`src/hdl/phy_read_settings.svh`:
```
// read path settings for the latency counter width, tap count, data word width and FIFO depth
`ifndef PHY_READ_SETTINGS_SVH
`define PHY_READ_SETTINGS_SVH

// width of the calibrated read latency counter driven by the sequencer
// the counter selects one of the shifter taps, so it sets the tap count below
`define PHY_READ_LAT_W 4

// number of taps in the request shift register, one per possible latency value
`define PHY_READ_TAP_NUM (2**`PHY_READ_LAT_W)

// width of one word on the memory capture bus
// an AFI beat carries two of these words side by side
`define PHY_READ_DATA_W 16

// number of entries in the read data FIFO
// it must stay a power of two so the pointers wrap without extra logic
// the controller keeps its outstanding reads within this many words
`define PHY_READ_FIFO_DEPTH 16

`endif

```
`src/hdl/phy_read_pkg.sv`:
```
// shared types of the read path: captured word, AFI beat and packer state enum
`include "phy_read_settings.svh"

package phy_read_pkg;

	// one word as sampled from the capture bus
	// last_of_burst travels with the data so the burst boundary is never lost in the FIFO
	typedef struct packed {
		logic                        last_of_burst;
		logic [`PHY_READ_DATA_W-1:0] data;
	} rd_word_t;

	// one half-rate AFI beat built from two consecutive captured words
	// the earlier word sits in the low half and the later word in the high half
	typedef struct packed {
		logic [`PHY_READ_DATA_W-1:0] hi;
		logic [`PHY_READ_DATA_W-1:0] lo;
	} afi_beat_t;

	// states of the beat packer
	// PACK_EMPTY waits for the first word of a pair
	// PACK_HALF holds that first word and waits for the second one
	typedef enum logic {
		PACK_EMPTY = 1'b0,
		PACK_HALF  = 1'b1
	} pack_state_t;

endpackage

```
`src/hdl/read_latency_shifter.sv`:
```
// read_latency_shifter module, the tapped delay line for read request pulses
`timescale 1ns/1ps
`include "phy_read_settings.svh"

module read_latency_shifter (
	input  logic                         pll_afi_clk,
	input  logic                         reset_n,
	// one-cycle pulse from the controller for every read burst it issues
	input  logic                         afi_rdata_en,
	// tap k holds the request that was sampled k+1 cycles ago
	output logic [`PHY_READ_TAP_NUM-1:0] latency_shifter
);

	// every flop in the chain adds one cycle of delay
	// a request sampled at clock t reaches tap 0 at t+1 and tap k at t+1+k
	// the chain is a plain bit vector, so any number of requests can be in flight
	// at once and back-to-back pulses stay separated by their original spacing
	always_ff @(posedge pll_afi_clk or negedge reset_n)
	begin
		if (!reset_n)
		begin
			// no request is pending after reset
			latency_shifter <= '0;
		end
		else
		begin
			// shift toward the high taps and insert the new request at tap 0
			latency_shifter <= {latency_shifter[`PHY_READ_TAP_NUM-2:0], afi_rdata_en};
		end
	end

	// the oldest request drops off the top tap
	// that is harmless because the largest latency value selects exactly that top tap

endmodule

```
`src/hdl/read_valid_selector.sv`:
```
// read_valid_selector module, latency decode and read valid strobe generation
`timescale 1ns/1ps
`include "phy_read_settings.svh"

module read_valid_selector (
	input  logic                         pll_afi_clk,
	input  logic                         reset_n,
	input  logic [`PHY_READ_TAP_NUM-1:0] latency_shifter,
	// calibrated read latency, held static while reads are in flight
	input  logic [`PHY_READ_LAT_W-1:0]   latency_counter,
	// capture enable for the DQS logic, a copy of read_valid
	output logic                         read_enable,
	// high in the cycle when memory data is on the capture bus
	output logic                         read_valid
);

	// one-hot decode of the latency counter
	logic [`PHY_READ_TAP_NUM-1:0] selector;
	// registered mask, so a new latency value takes effect one cycle later
	logic [`PHY_READ_TAP_NUM-1:0] selector_reg;
	// the taps that are both selected and carrying a request
	logic [`PHY_READ_TAP_NUM-1:0] valid_select;

	// plain decoder in place of the vendor decode cell
	always_comb
	begin
		selector = '0;
		selector[latency_counter] = 1'b1;
	end

	// the mask register cuts the path from the sequencer into the tap compare
	always_ff @(posedge pll_afi_clk or negedge reset_n)
	begin
		if (!reset_n)
		begin
			selector_reg <= '0;
		end
		else
		begin
			selector_reg <= selector;
		end
	end

	assign valid_select = selector_reg & latency_shifter;

	// a request from clock t is in tap L at t+1+L
	// so the output register raises the strobe at t+2+L
	always_ff @(posedge pll_afi_clk or negedge reset_n)
	begin
		if (!reset_n)
		begin
			read_enable <= 1'b0;
			read_valid  <= 1'b0;
		end
		else
		begin
			read_enable <= |valid_select;
			read_valid  <= |valid_select;
		end
	end

	// from the second edge out of reset the mask must select exactly one tap
	a_mask_onehot: assert property (@(posedge pll_afi_clk) disable iff (!reset_n)
		$past(reset_n) |-> $onehot(selector_reg));

endmodule

```
`src/hdl/read_data_fifo.sv`:
```
// read_data_fifo module, circular buffer of captured words with valid/ready output
`timescale 1ns/1ps
`include "phy_read_settings.svh"

module read_data_fifo (
	input  logic                   pll_afi_clk,
	input  logic                   reset_n,
	// capture strobe from the selector
	input  logic                   wr_en,
	input  phy_read_pkg::rd_word_t wr_word,
	// output handshake toward the packer
	output logic                   word_valid,
	input  logic                   word_ready,
	output phy_read_pkg::rd_word_t word_data,
	// sticky, set by a write into a full buffer and cleared only by reset
	output logic                   fifo_overflow
);

	localparam int PTR_W = $clog2(`PHY_READ_FIFO_DEPTH);
	localparam int CNT_W = PTR_W + 1;
	localparam logic [CNT_W-1:0] FULL_COUNT = CNT_W'(`PHY_READ_FIFO_DEPTH);

	// storage for the captured words
	phy_read_pkg::rd_word_t mem [`PHY_READ_FIFO_DEPTH];

	logic [PTR_W-1:0] wr_ptr;
	logic [PTR_W-1:0] rd_ptr;
	// occupancy, one bit wider than the pointers so full and empty differ
	logic [CNT_W-1:0] count;
	logic             full;
	logic             wr_accept;
	logic             rd_fire;

	assign full       = (count == FULL_COUNT);
	assign word_valid = (count != '0);
	// a word that arrives while the buffer is full is dropped
	assign wr_accept  = wr_en && !full;
	assign rd_fire    = word_valid && word_ready;

	// the head entry is read straight from the array
	// a word written at clock c is therefore visible from c+1
	assign word_data = mem[rd_ptr];

	always_ff @(posedge pll_afi_clk)
	begin
		if (wr_accept)
		begin
			mem[wr_ptr] <= wr_word;
		end
	end

	// pointers wrap by themselves because the depth is a power of two
	always_ff @(posedge pll_afi_clk or negedge reset_n)
	begin
		if (!reset_n)
		begin
			wr_ptr        <= '0;
			rd_ptr        <= '0;
			count         <= '0;
			fifo_overflow <= 1'b0;
		end
		else
		begin
			if (wr_accept)
			begin
				wr_ptr <= wr_ptr + 1'b1;
			end
			if (rd_fire)
			begin
				rd_ptr <= rd_ptr + 1'b1;
			end
			// a write and a read in the same cycle leave the count unchanged
			case ({wr_accept, rd_fire})
				2'b10:   count <= count + 1'b1;
				2'b01:   count <= count - 1'b1;
				default: count <= count;
			endcase
			if (wr_en && full)
			begin
				fifo_overflow <= 1'b1;
			end
		end
	end

	// a stalled head word must neither vanish nor change
	a_head_stable: assert property (@(posedge pll_afi_clk) disable iff (!reset_n)
		word_valid && !word_ready |=> word_valid && $stable(word_data));

	a_count_bound: assert property (@(posedge pll_afi_clk) disable iff (!reset_n)
		count <= FULL_COUNT);

endmodule

```
`src/hdl/read_beat_packer.sv`:
```
// read_beat_packer module, pairs consecutive words into AFI beats under valid/ready
`timescale 1ns/1ps
`include "phy_read_settings.svh"

module read_beat_packer (
	input  logic                    pll_afi_clk,
	input  logic                    reset_n,
	// word stream from the FIFO
	input  logic                    word_valid,
	output logic                    word_ready,
	input  phy_read_pkg::rd_word_t  word_data,
	// beat stream toward the AFI side
	output logic                    afi_rdata_valid,
	input  logic                    afi_rdata_ready,
	output phy_read_pkg::afi_beat_t afi_rdata
);

	phy_read_pkg::pack_state_t state;
	// first word of the current pair, only its data goes into the beat
	logic [`PHY_READ_DATA_W-1:0] low_word;
	logic                        word_fire;
	logic                        beat_fire;

	// the first word of a pair can always be taken since it does not touch the beat
	// the second word needs the output register free, or emptying in this very cycle
	assign word_ready = !((state == phy_read_pkg::PACK_HALF) && afi_rdata_valid &&
		!afi_rdata_ready);
	assign word_fire  = word_valid && word_ready;
	assign beat_fire  = afi_rdata_valid && afi_rdata_ready;

	always_ff @(posedge pll_afi_clk or negedge reset_n)
	begin
		if (!reset_n)
		begin
			state           <= phy_read_pkg::PACK_EMPTY;
			afi_rdata_valid <= 1'b0;
		end
		else
		begin
			case (state)
				phy_read_pkg::PACK_EMPTY:
				begin
					if (word_fire)
					begin
						state <= phy_read_pkg::PACK_HALF;
					end
				end
				phy_read_pkg::PACK_HALF:
				begin
					if (word_fire)
					begin
						state <= phy_read_pkg::PACK_EMPTY;
					end
				end
				default:
				begin
					state <= phy_read_pkg::PACK_EMPTY;
				end
			endcase
			// a completed pair loads the beat, which wins over a beat leaving
			if (word_fire && (state == phy_read_pkg::PACK_HALF))
			begin
				afi_rdata_valid <= 1'b1;
			end
			else if (beat_fire)
			begin
				afi_rdata_valid <= 1'b0;
			end
		end
	end

	// payload registers load only on an accepted word
	always_ff @(posedge pll_afi_clk)
	begin
		if (word_fire && (state == phy_read_pkg::PACK_EMPTY))
		begin
			low_word <= word_data.data;
		end
		if (word_fire && (state == phy_read_pkg::PACK_HALF))
		begin
			afi_rdata.lo <= low_word;
			afi_rdata.hi <= word_data.data;
		end
	end

	a_beat_stable: assert property (@(posedge pll_afi_clk) disable iff (!reset_n)
		afi_rdata_valid && !afi_rdata_ready |=> afi_rdata_valid && $stable(afi_rdata));

endmodule

```
`src/hdl/phy_read_path.sv`:
```
// phy_read_path module, top level of the read-return path from request to AFI beat
`timescale 1ns/1ps
`include "phy_read_settings.svh"

module phy_read_path (
	input  logic                    pll_afi_clk,
	input  logic                    reset_n,
	// read request pulse, one per issued burst
	input  logic                    afi_rdata_en,
	// calibrated latency from the sequencer
	input  logic [`PHY_READ_LAT_W-1:0] latency_counter,
	// capture bus from the memory
	input  phy_read_pkg::rd_word_t  mem_rdata,
	input  logic                    afi_rdata_ready,
	output phy_read_pkg::afi_beat_t afi_rdata,
	output logic                    afi_rdata_valid,
	// capture strobe, brought out so the sequencer can observe it
	output logic                    read_valid,
	output logic                    fifo_overflow
);

	// delayed request taps from shifter to selector
	logic [`PHY_READ_TAP_NUM-1:0] latency_shifter;
	// word handshake between FIFO and packer
	logic                         word_valid;
	logic                         word_ready;
	phy_read_pkg::rd_word_t       word_data;

	read_latency_shifter read_latency_shifter_inst (
		.pll_afi_clk     (pll_afi_clk),
		.reset_n         (reset_n),
		.afi_rdata_en    (afi_rdata_en),
		.latency_shifter (latency_shifter)
	);

	// read_enable only feeds DQS capture logic, which is not part of this path
	read_valid_selector read_valid_selector_inst (
		.pll_afi_clk     (pll_afi_clk),
		.reset_n         (reset_n),
		.latency_shifter (latency_shifter),
		.latency_counter (latency_counter),
		.read_enable     (),
		.read_valid      (read_valid)
	);

	// the strobe writes whatever is on the capture bus in that same cycle
	read_data_fifo read_data_fifo_inst (
		.pll_afi_clk   (pll_afi_clk),
		.reset_n       (reset_n),
		.wr_en         (read_valid),
		.wr_word       (mem_rdata),
		.word_valid    (word_valid),
		.word_ready    (word_ready),
		.word_data     (word_data),
		.fifo_overflow (fifo_overflow)
	);

	read_beat_packer read_beat_packer_inst (
		.pll_afi_clk     (pll_afi_clk),
		.reset_n         (reset_n),
		.word_valid      (word_valid),
		.word_ready      (word_ready),
		.word_data       (word_data),
		.afi_rdata_valid (afi_rdata_valid),
		.afi_rdata_ready (afi_rdata_ready),
		.afi_rdata       (afi_rdata)
	);

endmodule

```
`config.mk`:
```
export PLATFORM = sky130hd
export DESIGN_NAME = phy_read_path
export DESIGN_NICKNAME = d
export VERILOG_FILES = /design/src/hdl/phy_read_pkg.sv /design/src/hdl/read_latency_shifter.sv /design/src/hdl/read_valid_selector.sv /design/src/hdl/read_data_fifo.sv /design/src/hdl/read_beat_packer.sv /design/src/hdl/phy_read_path.sv
export VERILOG_INCLUDE_DIRS = /design/src /design/src/hdl
export SDC_FILE = /design/constraint.sdc
export NUM_CORES = 1
export LEC_CHECK = 0
export ABC_AREA = 1
export BUFFER_PORTS_ARGS = -buffer_cell sky130_fd_sc_hd__buf_2
export CORE_MARGIN = 2
export CORE_UTILIZATION = 56
export DETAILED_ROUTE_END_ITERATION = 6
export MAX_ROUTING_LAYER = met4
export PLACE_DENSITY = 0.86
export SETUP_SLACK_MARGIN = 0.2
export SYNTH_ARGS = -nofsm -noshare
export SYNTH_HDL_FRONTEND = slang
export SYNTH_HIERARCHICAL = 1
export SYNTH_SLANG_ARGS = --single-unit
```
`constraint.sdc`:
```
create_clock -name pll_afi_clk -period 2.15 [get_ports pll_afi_clk]
set_clock_uncertainty 0.2 [all_clocks]
set_input_delay 0.43 -clock pll_afi_clk [delete_from_list [all_inputs] [get_ports pll_afi_clk]]
set_output_delay 0.43 -clock pll_afi_clk [all_outputs]
set_load 0.03 [all_outputs]
```
* Word-level counts from Yosys, hierarchy flattened
Memories as Yosys holds them, arrays and structs flattened. Index checks and enable logic that the tools add are counted.
Operators by class: $lt $le $gt $ge 2, equality and inequality tests 3, reductions and logical operators 16, muxes and demuxes 10, $add $sub $neg 4, bitwise logic cells 2
Operators with widths (count):
- AND 16 bit | 1
- OR reduction 16 bit | 1
- one-hot mux 5 bit (2 select lines) | 1
- logical AND 1 bit | 9
- adder 4 x 1 -> 4 bit (second input constant) | 2
- two-way mux 1 bit | 7
- adder 5 x 1 -> 5 bit (second input constant) | 1
- equality test 5 bit (second input constant) | 1
- less-than comparator 4 x 5 -> 1 bit (second input constant) | 1
- nonzero test 5 bit | 1
- subtractor 5 x 1 -> 5 bit (second input constant) | 1
- demux 1 bit (select 4 bit) | 1
- greater-or-equal comparator 4 x 1 -> 1 bit (second input constant) | 1
- nonzero test 2 bit | 2
- zero test 1 bit | 3
- equality test 2 x 1 -> 1 bit (second input constant) | 1
- equality test 2 bit (second input constant) | 1
- one-hot mux 1 bit (2 select lines) | 1
- inverter 1 bit | 1
Storage, ports and cells: RAM bits 272, output and inout bits 35, word-level logic and storage cells 50, memories 1, bits in registers 97
Memories:
- read_data_fifo_inst.mem | depth 16, bits a word 17, rd ports 1, clocked after memory_dff 0, wr ports 1, line read_data_fifo.sv:24 | phy_read_pkg::rd_word_t mem [`PHY_READ_FIFO_DEPTH];

* Logic depth before layout (Yosys ltp)
depth in word-level cells 6, gate-level depth with buffers 14, depth with buffers taken out 14

* Hierarchy
Netlist, hierarchy kept.
By module, submodules not included:
- read_data_fifo | seq. area each 8518.2 um^2, cells an instance 1181, instances 1, area an instance 12285.5 um^2
- read_beat_packer | seq. area each 1491.4 um^2, cells an instance 59, instances 1, area an instance 1540.2 um^2
- read_valid_selector | seq. area each 425.4 um^2, cells an instance 81, instances 1, area an instance 671.9 um^2
- read_latency_shifter | seq. area each 400.4 um^2, cells an instance 16, instances 1, area an instance 400.4 um^2

* Worst setup path after synthesis
Ideal clock, no wire load.
kind reg2reg, from register read_beat_packer_inst.afi_rdata_valid, to register read_data_fifo_inst.count[4], data required time 1833 ps, path slack -121 ps, arrival time 1954 ps, setup time 117 ps, period minus slack after synthesis 2271 ps, stages on the path, launching flop included 14, path through dfrtp_1 > nand2_1 > nor2_2 > inv_1 > nand2_1 > inv_1 > ha_1 > fa_1 > nand2_1 > nand3_1 > nand3_1 > nand2_1 > nand2_1 > nand2_1
Between the ends: word-level cells in the longest chain between the ends 6, elaborated cells between the ends (all ways) 8
Ends and longest elaborated chain:
- start: declaration | line read_beat_packer.sv:13 | output logic afi_rdata_valid,
- start signal: assignment | line read_beat_packer.sv:36 | afi_rdata_valid <= 1'b0;
- start signal: assignment | line read_beat_packer.sv:63 | afi_rdata_valid <= 1'b1;
- start signal: assignment | line read_beat_packer.sv:67 | afi_rdata_valid <= 1'b0;
- logical AND 1 bit (*) (2 in series) | line read_beat_packer.sv:26 | assign word_ready = !((state == phy_read_pkg::PACK_HALF) && afi_rdata_valid &&
- zero test 1 bit (*) | line read_beat_packer.sv:26
- net word_ready | line phy_read_path.sv:26 | logic word_ready;
- logical AND 1 bit (*) | line read_data_fifo.sv:38 | assign rd_fire = word_valid && word_ready;
- net read_data_fifo_inst.rd_fire | line read_data_fifo.sv:32 | logic rd_fire;
- equality test 2 x 1 -> 1 bit / equality test 2 bit (equally long branches) | line read_data_fifo.sv:73 | case ({wr_accept, rd_fire})
- one-hot mux 5 bit (2 select lines) / nonzero test 2 bit (equally long branches)
- end signal: assignment | line read_data_fifo.sv:74 | 2'b10: count <= count + 1'b1;
- end signal: assignment | line read_data_fifo.sv:75 | 2'b01: count <= count - 1'b1;
- end signal: assignment | line read_data_fifo.sv:76 | default: count <= count;
- end: declaration | line read_data_fifo.sv:29 | logic [CNT_W-1:0] count;
Mark *: on every way through the listed nets, which the timed path passes. The rest lies on a longest branch. A chain may end at the register's enable or synchronous reset.

* Final worst setup path
from register read_data_fifo_inst.count[2], to register read_data_fifo_inst.count[4]
Between the ends: elaborated cells between the ends (all ways) 11
RTL lines:
- nonzero test 5 bit (*) | line read_data_fifo.sv:35 | assign word_valid = (count != '0);
- net word_valid | line phy_read_path.sv:25 | logic word_valid;
- logical AND 1 bit (*) | line read_data_fifo.sv:38
- net read_data_fifo_inst.rd_fire | line read_data_fifo.sv:32
- equality test 2 x 1 -> 1 bit / equality test 2 bit (equally long branches) | line read_data_fifo.sv:73
- one-hot mux 5 bit (2 select lines) / nonzero test 2 bit (equally long branches)
Marks and branches as above.

==> flow_summary.json <==
{
  "dp_slack_ns": -0.0171,
  "top_usage_layer": "met2",
  "period_needed_ns": 2.08,
  "initialDrtViolationCount": 1033,
  "grt_use_met2_pct": 42.9,
  "core_area_mm2": 0.0251,
  "clock-root-buffer": "clkbuf_16",
  "internal_power_mw": 15.1,
  "cp_cell_sequence": "nor2_2 > nand4_1 > nand2_2 > inv_2 > ha_4 > fa_2 > nand2_2 > nand3_2 > nand3_1 > nand2_1 > nand2_1 > nand2_1",
  "drv_slew": 0,
  "cp_max_fo": 6,
  "cts_made_buffers": 36,
  "outcome": "completed",
  "syn_nets": 1314,
  "drt_wl_total_um": 32800,
  "drtAntennaViolNets": 0,
  "remaining_drc_errors": 0,
  "grt_max_degree": 67,
  "nNetsFinal": 1418,
  "syn_area_per_cell_um2": 11.1,
  "synth_warnings": 6,
  "leakagePower_nw": 7.03,
  "p_sw_mw": 8.79,
  "synthToLayoutAreaGrowth_pct": 18.4,
  "crit_slowest_cell": "dfrtp_1",
  "crit_path_end_kind": "flop",
  "multi_input_area_mm2": 0.00334,
  "grt_pass1_vias": 9456,
  "holdPathStages": 3,
  "grt_pass1_wl_um": 49600,
  "finalSetupViolations": 0,
  "rr_worst_depth": 12,
  "holdCritPathClass": "in -> reg",
  "layout.area.seq_mm2": 0.0104,
  "wl_per_cell_um": 18.9,
  "pwr-share-clk_pct": 25.4,
  "startpoint_type": "flop",
  "die_y_um": 164,
  "tritoncts": "yes",
  "cts_max_level": 2,
  "port-buffer-count": 58,
  "worst_pin_slew_ns": 0.605,
  "top_register": "read_data_fifo_inst/mem",
  "hold_end": "read_valid_selector_inst/selector_reg[9]",
  "r2r-start": "read_data_fifo_inst/count[2]",
  "use_met3_pct": 4.32,
  "overflow": 0,
  "period_share_pct": 96.8,
  "pwr-share-comb_pct": 35.6,
  "first_pass_iters": 5,
  "power_density_mw_per_mm2": 1420,
  "hold_viol": 0,
  "clk_pin_slew_ns": 0.06,
  "maxCapViolations": 0,
  "hp-start": "latency_counter[3]",
  "die_x_um": 164,
  "row_count": 58,
  "ir_drop_v": 0.00106,
  "num_antenna_cells": 0,
  "dp_hpwl_um": 18900,
  "clk-insertion-delay-late_ns": 0.53,
  "dieArea_mm2": 0.0267,
  "crit_required_ns": 2.36,
  "r2r-end": "read_data_fifo_inst/count[4]",
  "worstPathArrival_ns": 2.29,
  "worstSetupPathType": "reg -> reg",
  "layout-drive-gt1-share_pct": 14.8,
  "setup_ws_ns": 0.0678,
  "cts.sinks": 353,
  "slew_headroom_pct": 59.7,
  "largest_reg_flops": 256,
  "synthCells": 1278,
  "slowest_delay_ns": 0.39,
  "sequentialPowerShare_pct": 38.9,
  "rrSetupSlack_ns": 0.07,
  "via_per_inst": 5.45,
  "initial_utilization_pct": 56.7,
  "vias": 9468,
  "num-fill-cells": 1669,
  "timing.fmax_ghz": 0.480,
  "io_pins": 60,
  "finalPower_mw": 23.9,
  "crit_path_frequent_cell": "nand2_1",
  "antenna_found_initial": 0,
  "place_congestion": 0.812,
  "use_met1_pct": 29.9,
  "grt_usage_pct": 25.6,
  "rsz0062_at_grt": "true",
  "top_regs": "read_data_fifo_inst/mem (256), read_beat_packer_inst/afi_rdata (32)",
  "syn-cell-area_mm2": 0.0142,
  "cts_max_path_buffers": 3,
  "switching_share_pct": 36.7
}
==> power groups by stage <==
stage               Sequential (mW)  Combinational (mW)  Clock (mW)
floorplan                      10.0                4.57           0
global placement               9.34                7.30           0
detailed placement             9.46                7.68           0
CTS                            9.34                7.99        6.14
global route                   9.41                9.22        6.38
finish                         9.31                8.52        6.09
==> repair_timing <==
item / in CTS / in global routing
endpoints found under the hold margin: 51 / 0
setup buffers: 4 / 8
endpoints found under the setup margin: 305 / 313
resized for setup: 8 / 31
pin swaps: 5 / 8
gates cloned: 1 / 1
hold buffers: 3 / 0
==> worst max-delay path by stage <==
stage,from,endpoint,slack [ns],depth (start not counted)
finish,read_data_fifo_inst/count[2],read_data_fifo_inst/count[4],0.07,12
global route,read_data_fifo_inst/count[2],read_data_fifo_inst/count[4],-0.07,12
CTS,read_data_fifo_inst/count[3],read_data_fifo_inst/mem[7][9],0.09,7
detailed placement,read_data_fifo_inst/count[2],read_data_fifo_inst/count[4],-0.02,12
global placement,afi_rdata_ready,read_data_fifo_inst/count[4],0.03,13
floorplan,read_data_fifo_inst/count[2],read_data_fifo_inst/count[4],0.07,12
==> cells in the final DEF (no fill, tap or decap), types with 7 or more instances in the layout <==
cell and instances:
buf_12 25, buf_2 58, buf_4 24, clkbuf_1 8, clkbuf_16 38, clkinv_1 10, dfrtp_1 46, edfxtp_1 304
ha_1 7, inv_1 122, nand2_1 466, nand2_2 8, nand3_1 100, nor2_1 116, nor2_4 17
==> critical path: cells and delay by family, from the launching register on <==
family        cells  cell delay [ns]
simple gates      9             0.79
fa+ha+maj         2             0.54
flops             1             0.39
buf+inv           1             0.06
==> layout make-up <==
class                           count  share of cell area [%]
Sequential cell                   353                    61.4
Multi-Input combinational cell    745                    19.8
Timing Repair Buffer              116                    6.54
Clock buffer                       46                    5.75
Inverter                          130                    3.00
Tap cell                          330                    2.45
Clock inverter                     18                    1.08
==> metal layers <==
layer | vias up | share of wire, %
met3 | 117 | 9.6
met2 | 525 | 51
met5 | - | 0
met1 | 4491 | 35
met4 | 0 | 5.2
li1 | 4335 | -
==> metrics by stage <==
stage	instances	setup TNS (ns)	util (%)	instance area, µm²	hold WS, ns
2_1_floorplan	1278	0	-	14400	-0.0656
3_5_place_dp	1657	-0.0171	61.3	15400	0.163
3_3_place_gp	1657	0	61.3	15400	0.158
5_1_grt	1738	-0.0715	67.2	16900	0.0700
4_1_cts	1729	0	66.4	16700	0.0292
6_report	1738	0	67.2	16900	0.0383
Note: power is estimated with default switching activity, not from simulation.
